### src/verilog/uart_bus_pkg.sv
/*
 * register bus types for the serial port
 * one-cycle request strobe, registered read response,
 * offsets of the four word registers and status bit positions
 */
package uart_bus_pkg;

    typedef struct packed {
        logic        sel;       // one-cycle request strobe
        logic        write;
        logic [15:0] addr;
        logic [15:0] wdata;
    } bus_req_t;

    typedef struct packed {
        logic        valid;     // one cycle, the cycle after a read hit
        logic [15:0] rdata;
    } bus_rsp_t;

    // word offsets from the base address
    typedef enum logic [1:0] {
        reg_ctrl    = 2'd0,     // write bit 0 starts tx, read gives status
        reg_tx_data = 2'd1,
        reg_irq_en  = 2'd2,
        reg_rx_data = 2'd3      // read only
    } reg_offset_e;

    // status word, read at reg_ctrl
    localparam int stat_tx_busy    = 0;
    localparam int stat_rx_valid   = 1;
    localparam int stat_rx_overrun = 2;

endpackage

### src/verilog/uart_line_pkg.sv
/*
 * serial line definitions
 * 8N1 frame size, tx and rx engine states,
 * and the command and event structs between registers and engines
 */
package uart_line_pkg;

    localparam int frame_bits = 8;     // data bits per frame, no parity

    typedef enum logic [1:0] {
        tx_idle,
        tx_start,
        tx_data,
        tx_stop
    } tx_state_e;

    typedef enum logic [1:0] {
        rx_idle,
        rx_start,
        rx_data,
        rx_stop
    } rx_state_e;

    // registers to transmitter
    typedef struct packed {
        logic                  start;  // one-cycle strobe
        logic [frame_bits-1:0] data;
    } tx_cmd_t;

    // receiver to registers
    typedef struct packed {
        logic                  done;   // one-cycle strobe, frame accepted
        logic [frame_bits-1:0] data;
    } rx_evt_t;

endpackage

### src/verilog/baud_tick_gen.sv
`timescale 1ns/10ps
/*
 * bit-rate tick generator
 * free-running divider, one-cycle tick every clks_per_bit clocks
 */
module baud_tick_gen #(
    parameter int clks_per_bit = 16
) (
    input  logic clk,
    input  logic reset,
    output logic tick
);

    localparam int cnt_w = (clks_per_bit > 1) ? $clog2(clks_per_bit) : 1;
    localparam logic [cnt_w-1:0] cnt_last = cnt_w'(clks_per_bit - 1);

    logic [cnt_w-1:0] count;

    always_ff @(posedge clk)
    begin
        if (!reset)
        begin
            count <= '0;
            tick  <= 1'b0;
        end
        else
        begin
            tick  <= (count == cnt_last);   // registered, first tick clks_per_bit after reset
            if (count == cnt_last)
                count <= '0;
            else
                count <= count + 1'b1;
        end
    end

endmodule

### src/verilog/uart_tx.sv
`timescale 1ns/10ps
/*
 * transmit engine
 * latches a byte on the start command and shifts it out as an
 * 8N1 frame, one bit per tick, LSB first
 */
module uart_tx (
    input  logic                   clk,
    input  logic                   reset,
    input  logic                   tick,
    input  uart_line_pkg::tx_cmd_t tx_cmd,
    output logic                   tx,
    output logic                   tx_busy
);
    import uart_line_pkg::*;

    localparam int bit_w = $clog2(frame_bits);
    localparam logic [bit_w-1:0] bit_last = bit_w'(frame_bits - 1);

    tx_state_e             state;
    logic [frame_bits-1:0] shift;
    logic [bit_w-1:0]      bit_cnt;
    logic                  accept;

    // new command only when nothing is pending or on the line
    assign accept = (state == tx_idle) && !tx_busy && tx_cmd.start;

    always_ff @(posedge clk)
    begin
        if (accept)
            shift <= tx_cmd.data;
        else if (tick && (state == tx_start || state == tx_data))
            shift <= shift >> 1;    // next data bit into shift[0]
    end

    always_ff @(posedge clk)
    begin
        if (!reset)
        begin
            state   <= tx_idle;
            tx      <= 1'b1;
            tx_busy <= 1'b0;
            bit_cnt <= '0;
        end
        else
        begin
            case (state)
                tx_idle:
                begin
                    if (tx_busy && tick)
                    begin
                        tx    <= 1'b0;      // start bit
                        state <= tx_start;
                    end
                    else if (accept)
                        tx_busy <= 1'b1;    // pending until the next tick
                end
                tx_start:
                begin
                    if (tick)
                    begin
                        tx      <= shift[0];
                        bit_cnt <= '0;
                        state   <= tx_data;
                    end
                end
                tx_data:
                begin
                    if (tick)
                    begin
                        if (bit_cnt == bit_last)
                        begin
                            tx    <= 1'b1;  // stop bit
                            state <= tx_stop;
                        end
                        else
                        begin
                            tx      <= shift[0];
                            bit_cnt <= bit_cnt + 1'b1;
                        end
                    end
                end
                tx_stop:
                begin
                    if (tick)
                    begin
                        tx_busy <= 1'b0;
                        state   <= tx_idle;
                    end
                end
                default: state <= tx_idle;
            endcase
        end
    end

endmodule

### src/verilog/uart_rx.sv
`timescale 1ns/10ps
/*
 * receive engine
 * synchronizes the line, times itself from the start-bit falling edge
 * and samples each bit in its middle; a bad start or stop bit drops the frame
 */
module uart_rx #(
    parameter int clks_per_bit = 16
) (
    input  logic                   clk,
    input  logic                   reset,
    input  logic                   rx,
    output uart_line_pkg::rx_evt_t rx_evt
);
    import uart_line_pkg::*;

    localparam int cnt_w = (clks_per_bit > 1) ? $clog2(clks_per_bit) : 1;
    localparam logic [cnt_w-1:0] half_last = cnt_w'(clks_per_bit / 2 - 1);
    localparam logic [cnt_w-1:0] bit_last  = cnt_w'(clks_per_bit - 1);
    localparam int bit_w = $clog2(frame_bits);
    localparam logic [bit_w-1:0] data_last = bit_w'(frame_bits - 1);

    logic                  rx_meta;
    logic                  rx_sync;
    rx_state_e             state;
    logic [cnt_w-1:0]      clk_cnt;
    logic [bit_w-1:0]      bit_cnt;
    logic [frame_bits-1:0] shift;
    logic                  done;
    logic                  sample;

    // sample point of a data bit
    assign sample = (state == rx_data) && (clk_cnt == bit_last);

    always_ff @(posedge clk)
    begin
        if (!reset)
        begin
            rx_meta <= 1'b1;    // idle line level
            rx_sync <= 1'b1;
        end
        else
        begin
            rx_meta <= rx;
            rx_sync <= rx_meta;
        end
    end

    always_ff @(posedge clk)
    begin
        if (sample)
            shift <= {rx_sync, shift[frame_bits-1:1]};  // lsb arrives first
    end

    always_ff @(posedge clk)
    begin
        if (!reset)
        begin
            state   <= rx_idle;
            clk_cnt <= '0;
            bit_cnt <= '0;
            done    <= 1'b0;
        end
        else
        begin
            done <= 1'b0;
            case (state)
                rx_idle:
                begin
                    clk_cnt <= '0;
                    if (!rx_sync)
                        state <= rx_start;  // falling edge of start bit
                end
                rx_start:
                begin
                    if (clk_cnt == half_last)
                    begin
                        clk_cnt <= '0;
                        bit_cnt <= '0;
                        state   <= rx_sync ? rx_idle : rx_data;  // glitch, not a start
                    end
                    else
                        clk_cnt <= clk_cnt + 1'b1;
                end
                rx_data:
                begin
                    if (clk_cnt == bit_last)
                    begin
                        clk_cnt <= '0;
                        if (bit_cnt == data_last)
                            state <= rx_stop;
                        else
                            bit_cnt <= bit_cnt + 1'b1;
                    end
                    else
                        clk_cnt <= clk_cnt + 1'b1;
                end
                rx_stop:
                begin
                    if (clk_cnt == bit_last)
                    begin
                        done  <= rx_sync;   // low stop bit, frame discarded
                        state <= rx_idle;
                    end
                    else
                        clk_cnt <= clk_cnt + 1'b1;
                end
                default: state <= rx_idle;
            endcase
        end
    end

    // shift holds the byte until the next frame's data bits
    assign rx_evt.done = done;
    assign rx_evt.data = shift;

endmodule

### src/verilog/uart_regs.sv
`timescale 1ns/10ps
/*
 * serial port register block
 * decodes the four-word window, holds tx data, irq enable, rx data
 * and status flags, answers reads one cycle later and forms the irq strobe
 */
module uart_regs #(
    parameter logic [15:0] base_addr = 16'hff08
) (
    input  logic                   clk,
    input  logic                   reset,
    input  uart_bus_pkg::bus_req_t bus_req,
    output uart_bus_pkg::bus_rsp_t bus_rsp,
    input  logic                   tx_busy,
    input  uart_line_pkg::rx_evt_t rx_evt,
    output uart_line_pkg::tx_cmd_t tx_cmd,
    output logic                   irq
);
    import uart_bus_pkg::*;
    import uart_line_pkg::*;

    logic [15:0]           offset_full;
    reg_offset_e           offset;
    logic                  hit;
    logic                  wr;
    logic                  rd;
    logic [frame_bits-1:0] tx_data_q;
    logic                  irq_en_q;
    logic [frame_bits-1:0] rx_data_q;
    logic                  rx_valid_q;
    logic                  rx_overrun_q;
    logic                  rsp_valid_q;
    logic [15:0]           rsp_data_q;
    logic [15:0]           status;
    logic [15:0]           rd_data;

    // window of four words from base_addr
    assign offset_full = bus_req.addr - base_addr;
    assign offset      = reg_offset_e'(offset_full[1:0]);
    assign hit         = bus_req.sel && (offset_full[15:2] == '0);
    assign wr          = hit && bus_req.write;
    assign rd          = hit && !bus_req.write;

    // start strobe in the write cycle, busy shows one cycle later
    assign tx_cmd.start = wr && (offset == reg_ctrl) && bus_req.wdata[0];
    assign tx_cmd.data  = tx_data_q;

    always_comb
    begin
        status                  = '0;
        status[stat_tx_busy]    = tx_busy;
        status[stat_rx_valid]   = rx_valid_q;
        status[stat_rx_overrun] = rx_overrun_q;
    end

    always_comb
    begin
        case (offset)
            reg_ctrl:    rd_data = status;
            reg_tx_data: rd_data = {{(16 - frame_bits){1'b0}}, tx_data_q};
            reg_irq_en:  rd_data = {15'b0, irq_en_q};
            reg_rx_data: rd_data = {{(16 - frame_bits){1'b0}}, rx_data_q};
            default:     rd_data = '0;
        endcase
    end

    always_ff @(posedge clk)
    begin
        if (!reset)
        begin
            tx_data_q <= '0;
            irq_en_q  <= 1'b0;
        end
        else if (wr)
        begin
            if (offset == reg_tx_data)
                tx_data_q <= bus_req.wdata[frame_bits-1:0];
            if (offset == reg_irq_en)
                irq_en_q <= bus_req.wdata[0];
        end
    end

    // receive side, a new byte wins over a same-cycle read clear
    always_ff @(posedge clk)
    begin
        if (!reset)
        begin
            rx_data_q    <= '0;
            rx_valid_q   <= 1'b0;
            rx_overrun_q <= 1'b0;
            irq          <= 1'b0;
        end
        else
        begin
            irq <= rx_evt.done && irq_en_q;     // lines up with rx_valid rising
            if (rx_evt.done)
            begin
                rx_data_q  <= rx_evt.data;
                rx_valid_q <= 1'b1;
            end
            else if (rd && offset == reg_rx_data)
                rx_valid_q <= 1'b0;

            if (rx_evt.done && rx_valid_q && !(rd && offset == reg_rx_data))
                rx_overrun_q <= 1'b1;           // unread byte replaced
            else if (rd && offset == reg_ctrl)
                rx_overrun_q <= 1'b0;
        end
    end

    always_ff @(posedge clk)
    begin
        if (!reset)
            rsp_valid_q <= 1'b0;
        else
            rsp_valid_q <= rd;
    end

    always_ff @(posedge clk)
    begin
        if (rd)
            rsp_data_q <= rd_data;
    end

    assign bus_rsp.valid = rsp_valid_q;
    assign bus_rsp.rdata = rsp_data_q;

endmodule

### src/verilog/uart_periph.sv
`timescale 1ns/10ps
/*
 * memory-mapped serial port
 * register block on the 16-bit bus, bit tick generator,
 * 8N1 transmitter and mid-bit sampling receiver
 */
module uart_periph #(
    parameter int          clks_per_bit = 16,
    parameter logic [15:0] base_addr    = 16'hff08
) (
    input  logic                   clk,
    input  logic                   reset,
    input  uart_bus_pkg::bus_req_t bus_req,
    output uart_bus_pkg::bus_rsp_t bus_rsp,
    input  logic                   rx,
    output logic                   tx,
    output logic                   irq
);
    import uart_line_pkg::*;

    logic    tick;
    logic    tx_busy;
    tx_cmd_t tx_cmd;
    rx_evt_t rx_evt;

    baud_tick_gen #(
        .clks_per_bit (clks_per_bit)
    ) u_tick (
        .clk   (clk),
        .reset (reset),
        .tick  (tick)
    );

    uart_regs #(
        .base_addr (base_addr)
    ) u_regs (
        .clk     (clk),
        .reset   (reset),
        .bus_req (bus_req),
        .bus_rsp (bus_rsp),
        .tx_busy (tx_busy),
        .rx_evt  (rx_evt),
        .tx_cmd  (tx_cmd),
        .irq     (irq)
    );

    uart_tx u_tx (
        .clk     (clk),
        .reset   (reset),
        .tick    (tick),
        .tx_cmd  (tx_cmd),
        .tx      (tx),
        .tx_busy (tx_busy)
    );

    // receiver keeps its own bit timing
    uart_rx #(
        .clks_per_bit (clks_per_bit)
    ) u_rx (
        .clk    (clk),
        .reset  (reset),
        .rx     (rx),
        .rx_evt (rx_evt)
    );

endmodule

### config.mk
export PLATFORM = sky130hd
export DESIGN_NAME = uart_periph
export DESIGN_NICKNAME = d
export VERILOG_FILES = /design/src/verilog/uart_bus_pkg.sv /design/src/verilog/uart_line_pkg.sv /design/src/verilog/baud_tick_gen.sv /design/src/verilog/uart_tx.sv /design/src/verilog/uart_rx.sv /design/src/verilog/uart_regs.sv /design/src/verilog/uart_periph.sv
export SDC_FILE = /design/constraint.sdc
export NUM_CORES = 1
export LEC_CHECK = 0
export BUFFER_PORTS_ARGS = -buffer_cell sky130_fd_sc_hd__buf_4
export CAP_MARGIN = 10
export CORE_AREA = 4 4 111 113
export CTS_BUF_LIST = sky130_fd_sc_hd__clkbuf_2
export CTS_CLUSTER_SIZE = 30
export DETAILED_ROUTE_END_ITERATION = 10
export DIE_AREA = 0 0 115 117
export PLACE_DENSITY = 0.49
export SYNTH_ARGS = -nofsm -noshare
export SYNTH_HDL_FRONTEND = slang
export SYNTH_SLANG_ARGS = --single-unit
### constraint.sdc
create_clock -name clk -period 3.3 [get_ports clk]
set_input_delay 0.165 -clock clk [delete_from_list [all_inputs] [get_ports clk]]
set_output_delay 0.165 -clock clk [all_outputs]
set_load 0.01 [all_outputs]
# [Yosys cells after proc, flatten, opt, wreduce, memory -nomap -nowiden]
# Cells that the tools add are included.
[classes] n_eq_ne=29 div=0 n_bitwise=1 n_mul=0 addsub=5 magnitude_cmp=0 n_shift=0 reduce_logical=40 n_mux=41
[ops] cell="one-hot mux 16 bit (4 select lines)" n=1
[ops] cell="!= test 2 bit (second input constant)" n=12
[ops] cell="two-way mux 2 bit" n=11
[ops] cell="two-way mux 3 bit" n=6
[ops] cell="two-way mux 8 bit" n=2
[ops] cell="one-hot mux 2 bit (4 select lines)" n=2
[ops] cell="one-hot mux 4 bit (4 select lines)" n=1
[ops] cell="AND reduction 4 bit" n=4
[ops] cell="subtractor 16 bit (second input constant)" n=1
[ops] cell="logical AND 1 bit" n=15
[ops] cell="logical NOT 14 bit" n=1
[ops] cell="== test 2 bit (second input constant)" n=6
[ops] cell="two-way mux 4 bit" n=3
[ops] cell="one-hot mux 3 bit (2 select lines)" n=2
[ops] cell="nonzero test 2 bit" n=6
[ops] cell="two-way mux 1 bit" n=11
[ops] cell="AND reduction 5 bit" n=2
[ops] cell="adder 4 x 1 -> 4 bit (second input constant)" n=2
[ops] cell="== test 4 bit (second input constant)" n=2
[ops] cell="adder 3 x 1 -> 3 bit (second input constant)" n=2
[ops] cell="== test 2 x 1 -> 1 bit (second input constant)" n=3
[ops] cell="== test 3 bit (second input constant)" n=2
[ops] cell="logical NOT 2 bit" n=3
[ops] cell="!= test 2 x 1 -> 1 bit (second input constant)" n=3
[ops] cell="10 further kinds" n=13
[totals] out_inout_bits=19 mem_bits_rw=0 elab_cells=138 memories=0 register_bits=77 rom_bits=0 latch_bits=0

# [Depth between registers and ports, before layout]
# Gate-level depths: netlist of run 1.
[logic_depth] ltp_word=10 ltp_mapped=9

# [By module]
# From an unflattened synthesis of run 1, not the netlist that was laid out.
[unflattened] cells_unflattened=330 hier_area_um2=3473.3
[by_module_without_submodules] module="uart_regs" cells_per_inst=154 seq_area_each_um2=660.6 area_each_um2=1507.7 instances=1
[by_module_without_submodules] module="uart_rx" cells_per_inst=81 seq_area_each_um2=480.5 area_each_um2=910.9 instances=1
[by_module_without_submodules] module="uart_tx" cells_per_inst=77 seq_area_each_um2=380.4 area_each_um2=870.8 instances=1
[by_module_without_submodules] module="baud_tick_gen" cells_per_inst=18 seq_area_each_um2=100.1 area_each_um2=183.9 instances=1

# [Least setup slack after synthesis of run 1]
# OpenSTA, ideal clock, no wires.
[synth_timing] kind="input port to flip-flop" from="in bus_req[19] (netlist bit)" to="reg u_regs.rsp_data_q[0], enable pin" t_arrival_ns=2.033 setup_slack_ns=0.896 setup_ns=0.371 path_stages=7 cell_sequence="inv_1 -> ha_1 -> a2111oi_2 -> xor2_1 -> a2111o_4 -> buf_2 -> nor2_1"
[synth_via] elab_chain_cells=4
[synth_rtl] item="from (decl)" line_no="uart_periph.sv:13" rtl="input uart_bus_pkg::bus_req_t bus_req,"
[synth_rtl] item="subtractor 16 bit" line_no="uart_regs.sv:38" rtl="assign offset_full = bus_req.addr - base_addr;"
[synth_rtl] item="logical NOT 14 bit" line_no="uart_regs.sv:40" rtl="assign hit = bus_req.sel && (offset_full[15:2] == '0);"
[synth_rtl] item="logical AND 1 bit" line_no="uart_regs.sv:40"
[synth_rtl] item="logical AND 1 bit" line_no="uart_regs.sv:42" rtl="assign rd = hit && !bus_req.write;"
[synth_rtl] item="via u_regs.rd" line_no="uart_regs.sv:26" rtl="logic rd;"
[synth_rtl] item="to (signal assigned)" line_no="uart_regs.sv:122" rtl="rsp_data_q <= rd_data;"
[synth_rtl] item="to (decl)" line_no="uart_regs.sv:33" rtl="logic [15:0] rsp_data_q;"
# The timed path passes the listed nets, and every way through them passes these cells.
# A chain may end at the register's enable or synchronous reset.

# [Worst setup path after layout of run 1]
[layout_timing] from="in bus_req[19] (netlist bit)" to="reg u_tx.shift[5], enable pin"
[layout_via] elab_chain_cells=8
[layout_rtl] item="subtractor 16 bit" line_no="uart_regs.sv:38"
[layout_rtl] item="logical NOT 14 bit" line_no="uart_regs.sv:40"
[layout_rtl] item="logical AND 1 bit" line_no="uart_regs.sv:40"
[layout_rtl] item="logical AND 1 bit" line_no="uart_regs.sv:41" rtl="assign wr = hit && bus_req.write;"
[layout_rtl] item="logical AND 1 bit (2 in series)" line_no="uart_regs.sv:45" rtl="assign tx_cmd.start = wr && (offset == reg_ctrl) && bus_req.wdata[0];"
[layout_rtl] item="logical AND 1 bit" line_no="uart_tx.sv:26" rtl="assign accept = (state == tx_idle) && !tx_busy && tx_cmd.start;"
[layout_rtl] item="nonzero test 2 bit (no line)"
[layout_rtl] item="to (signal assigned)" line_no="uart_tx.sv:31" rtl="shift <= tx_cmd.data;"
[layout_rtl] item="to (signal assigned)" line_no="uart_tx.sv:33" rtl="shift <= shift >> 1;"
[layout_rtl] item="to (decl)" line_no="uart_tx.sv:21" rtl="logic [frame_bits-1:0] shift;"
# No other way between the ends.

==> results of run 1 <==
==> per-layer routing <==
metal  track usage [%]  vias up
met5                 0        -
met4              2.50        0
met3              2.93        2
met2              18.1       36
met1              13.4     1164
li1                  -     1267
==> kinds of logic after synthesis <==
group / Yosys count / share of synthesized area (%)
buffers and inverters: 41 / 5.69
XOR/XNOR: 4 / 1.06
AND/OR/NAND/NOR: 109 / 16.6
AO/OA/AOI/OAI: 71 / 14.6
multiplexers: 25 / 9.01
adder cells (fa/ha/maj): 11 / 4.15
flip-flops: 69 / 48.9
other: 1 / 0.113
==> power by group <==
group          internal, mW  switching, mW  leakage [nW]
Combinational        0.0695         0.0779         0.817
Sequential            0.885         0.0108         0.569
Clock                 0.255          0.296        0.0859
==> critical path, stage by stage <==
cell	delay, ps
buf_4	80
inv_1	50
ha_1	230
a2111oi_2	330
xor2_1	190
a2111o_4	620
nor2_8	240
a21o_1	320
==> cells in the final DEF (no fill, tap or decap), types with 2 or more instances in the layout <==
master | Yosys | routed
o22ai_1 | 2 | 2
dfxtp_1 | 45 | 45
and3_1 | 3 | 3
a21oi_1 | 23 | 23
xnor2_1 | 2 | 2
ha_1 | 11 | 11
nand2_1 | 24 | 24
o21a_1 | 4 | 4
dlygate4sd3_1 | 0 | 12
nand2b_1 | 4 | 4
and2_1 | 2 | 2
nand3_1 | 15 | 15
o311ai_0 | 2 | 2
edfxtp_1 | 24 | 24
mux2i_1 | 16 | 16
conb_1 | 1 | 8
mux2_4 | 7 | 7
inv_1 | 16 | 16
a2bb2oi_1 | 2 | 2
xor2_1 | 2 | 2
clkbuf_2 | 0 | 10
a22o_1 | 2 | 2
a22oi_1 | 3 | 3
o21ai_1 | 8 | 8
nor3_1 | 6 | 6
nand4b_1 | 2 | 2
o21ai_0 | 11 | 11
nor2b_1 | 5 | 5
nor4_1 | 3 | 3
bufinv_16 | 0 | 2
or3_1 | 3 | 3
a211oi_1 | 2 | 2
clkinv_2 | 0 | 2
clkinv_4 | 0 | 2
nor2_1 | 31 | 31
nand4_1 | 3 | 3
nand3b_1 | 3 | 3
buf_4 | 9 | 41
==> flip-flops by register name (all words and copies together) (netlist names), 2 cells and up, named ones only <==
signal             cells
u_regs.tx_data_q       8
u_rx.clk_cnt           4
u_tx.bit_cnt           3
u_rx.shift             8
u_regs.rsp_data_q      8
u_regs.rx_data_q       8
u_tx.shift             8
u_rx.bit_cnt           3
u_tx.state             2
u_tick.count           4
==> cell type report <==
cell class                 count  area (sq um)
fill                        1168          7350
inverter                      18          67.6
clock buffer                  10          50.0
clock inverter                 6          87.6
sequential                    69          1620
tap                          143           179
multi-input combinational    228          1540
timing repair buffer          53           428
==> how the worst max path moves through the flow <==
stage | from | to | cells after the start
6_report | bus_req[19] | u_tx.shift[5] | 8
5_1_grt | u_rx.clk_cnt[0] | u_rx.shift[7] | 4
4_1_cts | u_rx.clk_cnt[0] | u_rx.shift[6] | 4
3_5_place_dp | bus_req[19] | u_tx.shift[7] | 8
3_3_place_gp | bus_req[19] | u_tx.shift[5] | 8
2_1_floorplan | bus_req[19] | u_regs.rsp_data_q[0] | 7
==> what timing repair did <==
action	CTS	global route
endpoints found under the hold margin	17	0
gates resized for setup	0	0
hold buffers	12	0
==> stage by stage <==
step                      hold slack [ps]  cells  setup WS (ps)  power (mW)
after floorplan                       244    338            896        1.00
after global placement                354    499            698        1.05
after detailed placement              357    499            673        1.05
after CTS                            71.6    527           1250        1.63
after global routing                 53.1    527           1130        1.69
final                                 127    527           1250        1.59
==> flow_summary.yaml, run 1 <==
status:
  outcome: "finished clean"
placement:
  place.gp.congestion: 0.769
  dp_hpwl_mm: 5.05
  dpl_cell_area_sq_um: 3710
  io_buffers: 39
global_routing:
  grt_pass1_vias: 2410
  grt.overflow.total: 0
  antenna_found_initial: 0
  grt.total_usage_pct: 10.6
  grt_pass1_wl_mm: 11.5
  grt_max_degree: 21
synth:
  synth_common_cells: "45 x dfxtp_1, 31 x nor2_1, 24 x edfxtp_1, 24 x nand2_1, 23 x a21oi_1"
  yosysSeqAreaShare_pct: 48.9
  synthCells: 331
  yosysUniqueCellTypes: 56
  synth_area_leaders: "dfxtp_1 27%, edfxtp_1 22%, mux2i_1 4.8%"
  yosysWarningCount: 0
  async_flop_share_pct: 0
  synth_ff_type: "dfxtp_1"
  synth-edff-count: 24
  yosys.area.top_type_share_pct: 27.1
  yosysTopAreaCell: "dfxtp_1"
  yosysMostFrequentCell: "dfxtp_1"
  syn_avg_cell_area_sq_um: 10.0
  syn_area_sq_um: 3320
  synth_seq_cells: 69
min_path:
  min_from: "bus_req[16]"
  whs_path_depth: 2
  min_to: "u_regs.rsp_data_q[4]"
  hold_class: "primary input to flop"
setup_path:
  regToRegSetupSlack_ps: 1290
  critPathLaunchType: "primary input"
  r2r.worst_path.cells: 4
  r2r-start: "u_rx.clk_cnt[0]"
  crit_fanout: 16
  crit_type: "primary input to flop"
  reg2reg_to: "u_rx.shift[7]"
  critPathArrivalTime_ps: 2230
  crit_path_end_kind: "flop"
  worstPathRequired_ps: 3480
sta:
  fmax_mhz: 488
  final.setup.tns_ps: 0
  drv_slew: 0
  finalCriticalPeriod_ps: 2050
  finalHoldViolCount: 0
  grt_setup_unrepaired: "false"
  setup_viol: 0
  worst_slew_pin_slew_ps: 656
  slew_headroom_pct: 56.1
  skew_ps: 40.5
  fin_crit_sh_pct: 62.1
die:
  fp.coreArea_sq_um: 11300
  rows: 39
  chipHeight_microns: 117
  ios: 56
  die_w_microns: 115
  die-area_sq_um: 13500
  initial_core_util_pct: 29.3
route:
  routed-wl-met2_mm: 3.21
  vias: 2469
  dr_wl_met3_microns: 208
  routed.top_layer: "met4"
  drt-met1-wl_mm: 3.35
  route.detailed.drc: 0
  dr.first_iter.drc_count: 91
  wl_mm: 6.82
  dr.pass1.iters: 4
  ant_nets: 0
  wire_per_inst_microns: 12.9
  avgViaCountPerCell: 4.69
finish:
  area_growth_pct: 19.6
  utilization_pct: 35.1
  drive_gt1_share_pct: 19.3
  stdcell_area_sq_um: 3970
  final_nets: 427
  antennaDiodeCount: 0
power:
  p_leak_nw: 1.47
  power.density_nw_per_um2: 402
  ir_drop_v: 0.000191
clock_tree:
  cts_tree: "yes"
  cts_buffer_depth: 2
  clk_transition_reported_paths_ps: 200
  cts-root-buf: "clkbuf_2"
  clk_latency_ps: 490
  cts_buffers: 9
  cts_setup_buffers: 0
  htreeDepth: 3
  clkSinkCount: 69
flow_run:
  max_cap_viol_count: 0
Note: power is estimated with default switching activity, not from simulation.
==> inputs of run 2 (changes only) <==
--- a/config.mk
+++ b/config.mk
@@ -12,7 +12,7 @@
 export CTS_CLUSTER_SIZE = 30
 export DETAILED_ROUTE_END_ITERATION = 10
 export DIE_AREA = 0 0 115 117
-export PLACE_DENSITY = 0.49
+export PLACE_DENSITY = 0.51
 export SYNTH_ARGS = -nofsm -noshare
 export SYNTH_HDL_FRONTEND = slang
 export SYNTH_SLANG_ARGS = --single-unit
==> constraint.sdc (replaced) <==
create_clock -name clk -period 1.66 [get_ports clk]
set_input_delay 0.083 -clock clk [delete_from_list [all_inputs] [get_ports clk]]
set_output_delay 0.083 -clock clk [all_outputs]
set_load 0.01 [all_outputs]
==> run 2 against run 1 <==
  * Largest power group unchanged
  * Design area rose by 9.0%
  * Register-to-register slack got worse by 1300 ps
  * Highest routed layer unchanged
  * Clock skew down 15 ps
  * Global-route usage increased by 1.6 points
  * Cell count up 6.6%
  * Power grew 88%
==> flow_summary.yaml, run 2 (synthesized netlist as in run 1, its figures left out) <==
status:
  outcome: "finished clean"
finish:
  drive_gt1_share_pct: 31.3
  layout.cells.most_common_list: "74 x buf_4, 40 x dfxtp_1, 29 x nor2_1"
  utilization_pct: 38.2
  layout_commonest_cell: "buf_4"
  antennaDiodeCount: 0
  fin_cells: 562
  final_nets: 462
  area_growth_pct: 30.3
global_routing:
  antenna_found_initial: 0
  grt.overflow.total: 0
  grt_pass1_vias: 2660
  grt_max_degree: 28
  grt.total_usage_pct: 12.2
  grt_pass1_wl_mm: 12.9
clock_tree:
  clkSinkCount: 69
  cts-root-buf: "clkbuf_2"
  cts_buffer_depth: 2
  cts_tree: "yes"
  htreeDepth: 3
  cts_buffers: 9
  clk_transition_reported_paths_ps: 200
  clk_latency_ps: 520
sta:
  drv_slew: 0
  finalHoldViolCount: 0
  finalCriticalPeriod_ps: 1650
  worst_slew_pin_slew_ps: 543
  fmax_mhz: 606
  hold_ws_ps: 115
  setup_viol: 0
  fin_crit_sh_pct: 99.4
  setup_ws_ps: 10.3
  skew_ps: 25.4
  slew_headroom_pct: 63.7
min_path:
  min_to: "u_regs.rsp_data_q[7]"
  whs_path_depth: 3
  hold_class: "primary input to flop"
  min_from: "bus_req[16]"
flow_run:
  max_cap_viol_count: 0
placement:
  place_inst: 528
  io_buffers: 39
  dp_hpwl_mm: 5.50
  preCtsSetupSlack_ps: -535
  place.gp.congestion: 0.732
die:
  die_w_microns: 115
  die-area_sq_um: 13500
  rows: 39
  chipHeight_microns: 117
  ios: 56
  fp.coreArea_sq_um: 11300
  initial_core_util_pct: 29.3
setup_path:
  worstPathRequired_ps: 1960
  crit_path_end_kind: "flop"
  reg2reg_to: "u_tx.shift[3]"
  r2r.worst_path.cells: 4
  critPathLaunchType: "primary input"
  r2r-start: "u_tx.tx_busy"
  cp-startpoint: "bus_req[26]"
  crit_type: "primary input to flop"
  crit_fanout: 4
  critPathArrivalTime_ps: 1950
  regToRegSetupSlack_ps: 30
route:
  route.detailed.drc: 0
  wl_mm: 7.66
  wire_per_inst_microns: 13.6
  avgViaCountPerCell: 4.73
  dr.pass1.iters: 4
  dr.first_iter.drc_count: 134
  ant_nets: 0
  vias: 2661
power:
  p_leak_nw: 1.62
  power.density_nw_per_um2: 693
  ir_drop_v: 0.000381
  p_total_mw: 3.00
-- run 2: cell types whose count changed in the layout (fill, tap and decap cells not counted), sizes merged --
cell / before / now
buf: 41 / 75
bufinv: 2 / 0
clkinv: 5 / 6
inv: 17 / 18
nor2: 32 / 33
-- run 2: critical path, cell delays in order --
cell       delay, ps
buf_4            100
nand4_1          200
a2111oi_4        340
xor2_1           150
a2111o_4         550
nor2_4           210
mux2_4           310
-- run 2: cell type report --
class / instances / area [sq um]
Clock inverter: 6 / 38.8
Sequential cell: 69 / 1630
Tap cell: 143 / 179
Inverter: 18 / 67.6
Timing Repair Buffer: 87 / 687
Fill cell: 1157 / 7000
Clock buffer: 10 / 50.0
Multi-Input combinational cell: 229 / 1680
-- run 2: how the worst max path moves through the flow --
stage / end / slack, ps / depth (start not counted)
CTS: u_rx.bit_cnt[1] / 7 / 6
finish: u_tx.shift[2] / 10 / 7
global route: u_regs.rsp_data_q[0] / -10 / 7
global placement: u_tx.shift[0] / -510 / 9
detailed placement: u_tx.shift[2] / -530 / 9
floorplan: u_tx.shift[0] / -380 / 6
-- run 2: layer usage --
metal / vias to the layer above / GRT usage [%] / routed length (microns)
met5: - / 0 / 0
met4: 0 / 2.82 / 69
met1: 1259 / 15.5 / 3470
met3: 8 / 3.75 / 396
met2: 52 / 20.4 / 3730
li1: 1342 / - / -
-- run 2: report_power, final --
part | switching (mW) | leakage (nW) | internal [mW]
Sequential | 0.0147 | 0.572 | 1.76
Combinational | 0.200 | 0.981 | 0.199
Clock | 0.619 | 0.0660 | 0.203
Total | 0.833 | 1.62 | 2.16
-- run 2: stage by stage --
step	setup TNS [ps]	cell area, sq um
2_1_floorplan	-8090	3380
3_3_place_gp	-14520	3970
3_5_place_dp	-15470	3970
4_1_cts	0	4240
5_1_grt	-41.0	4330
6_report	0	4330
-- run 2: timing repair --
action | CTS | global route
gates cloned | 1 | 0
hold buffers | 12 | 0
endpoints found under the hold margin | 36 | 0
setup endpoints to repair | 11 | 22
buffers inserted | 4 | 1
gates resized for setup | 8 | 15
pin swaps | 5 | 6
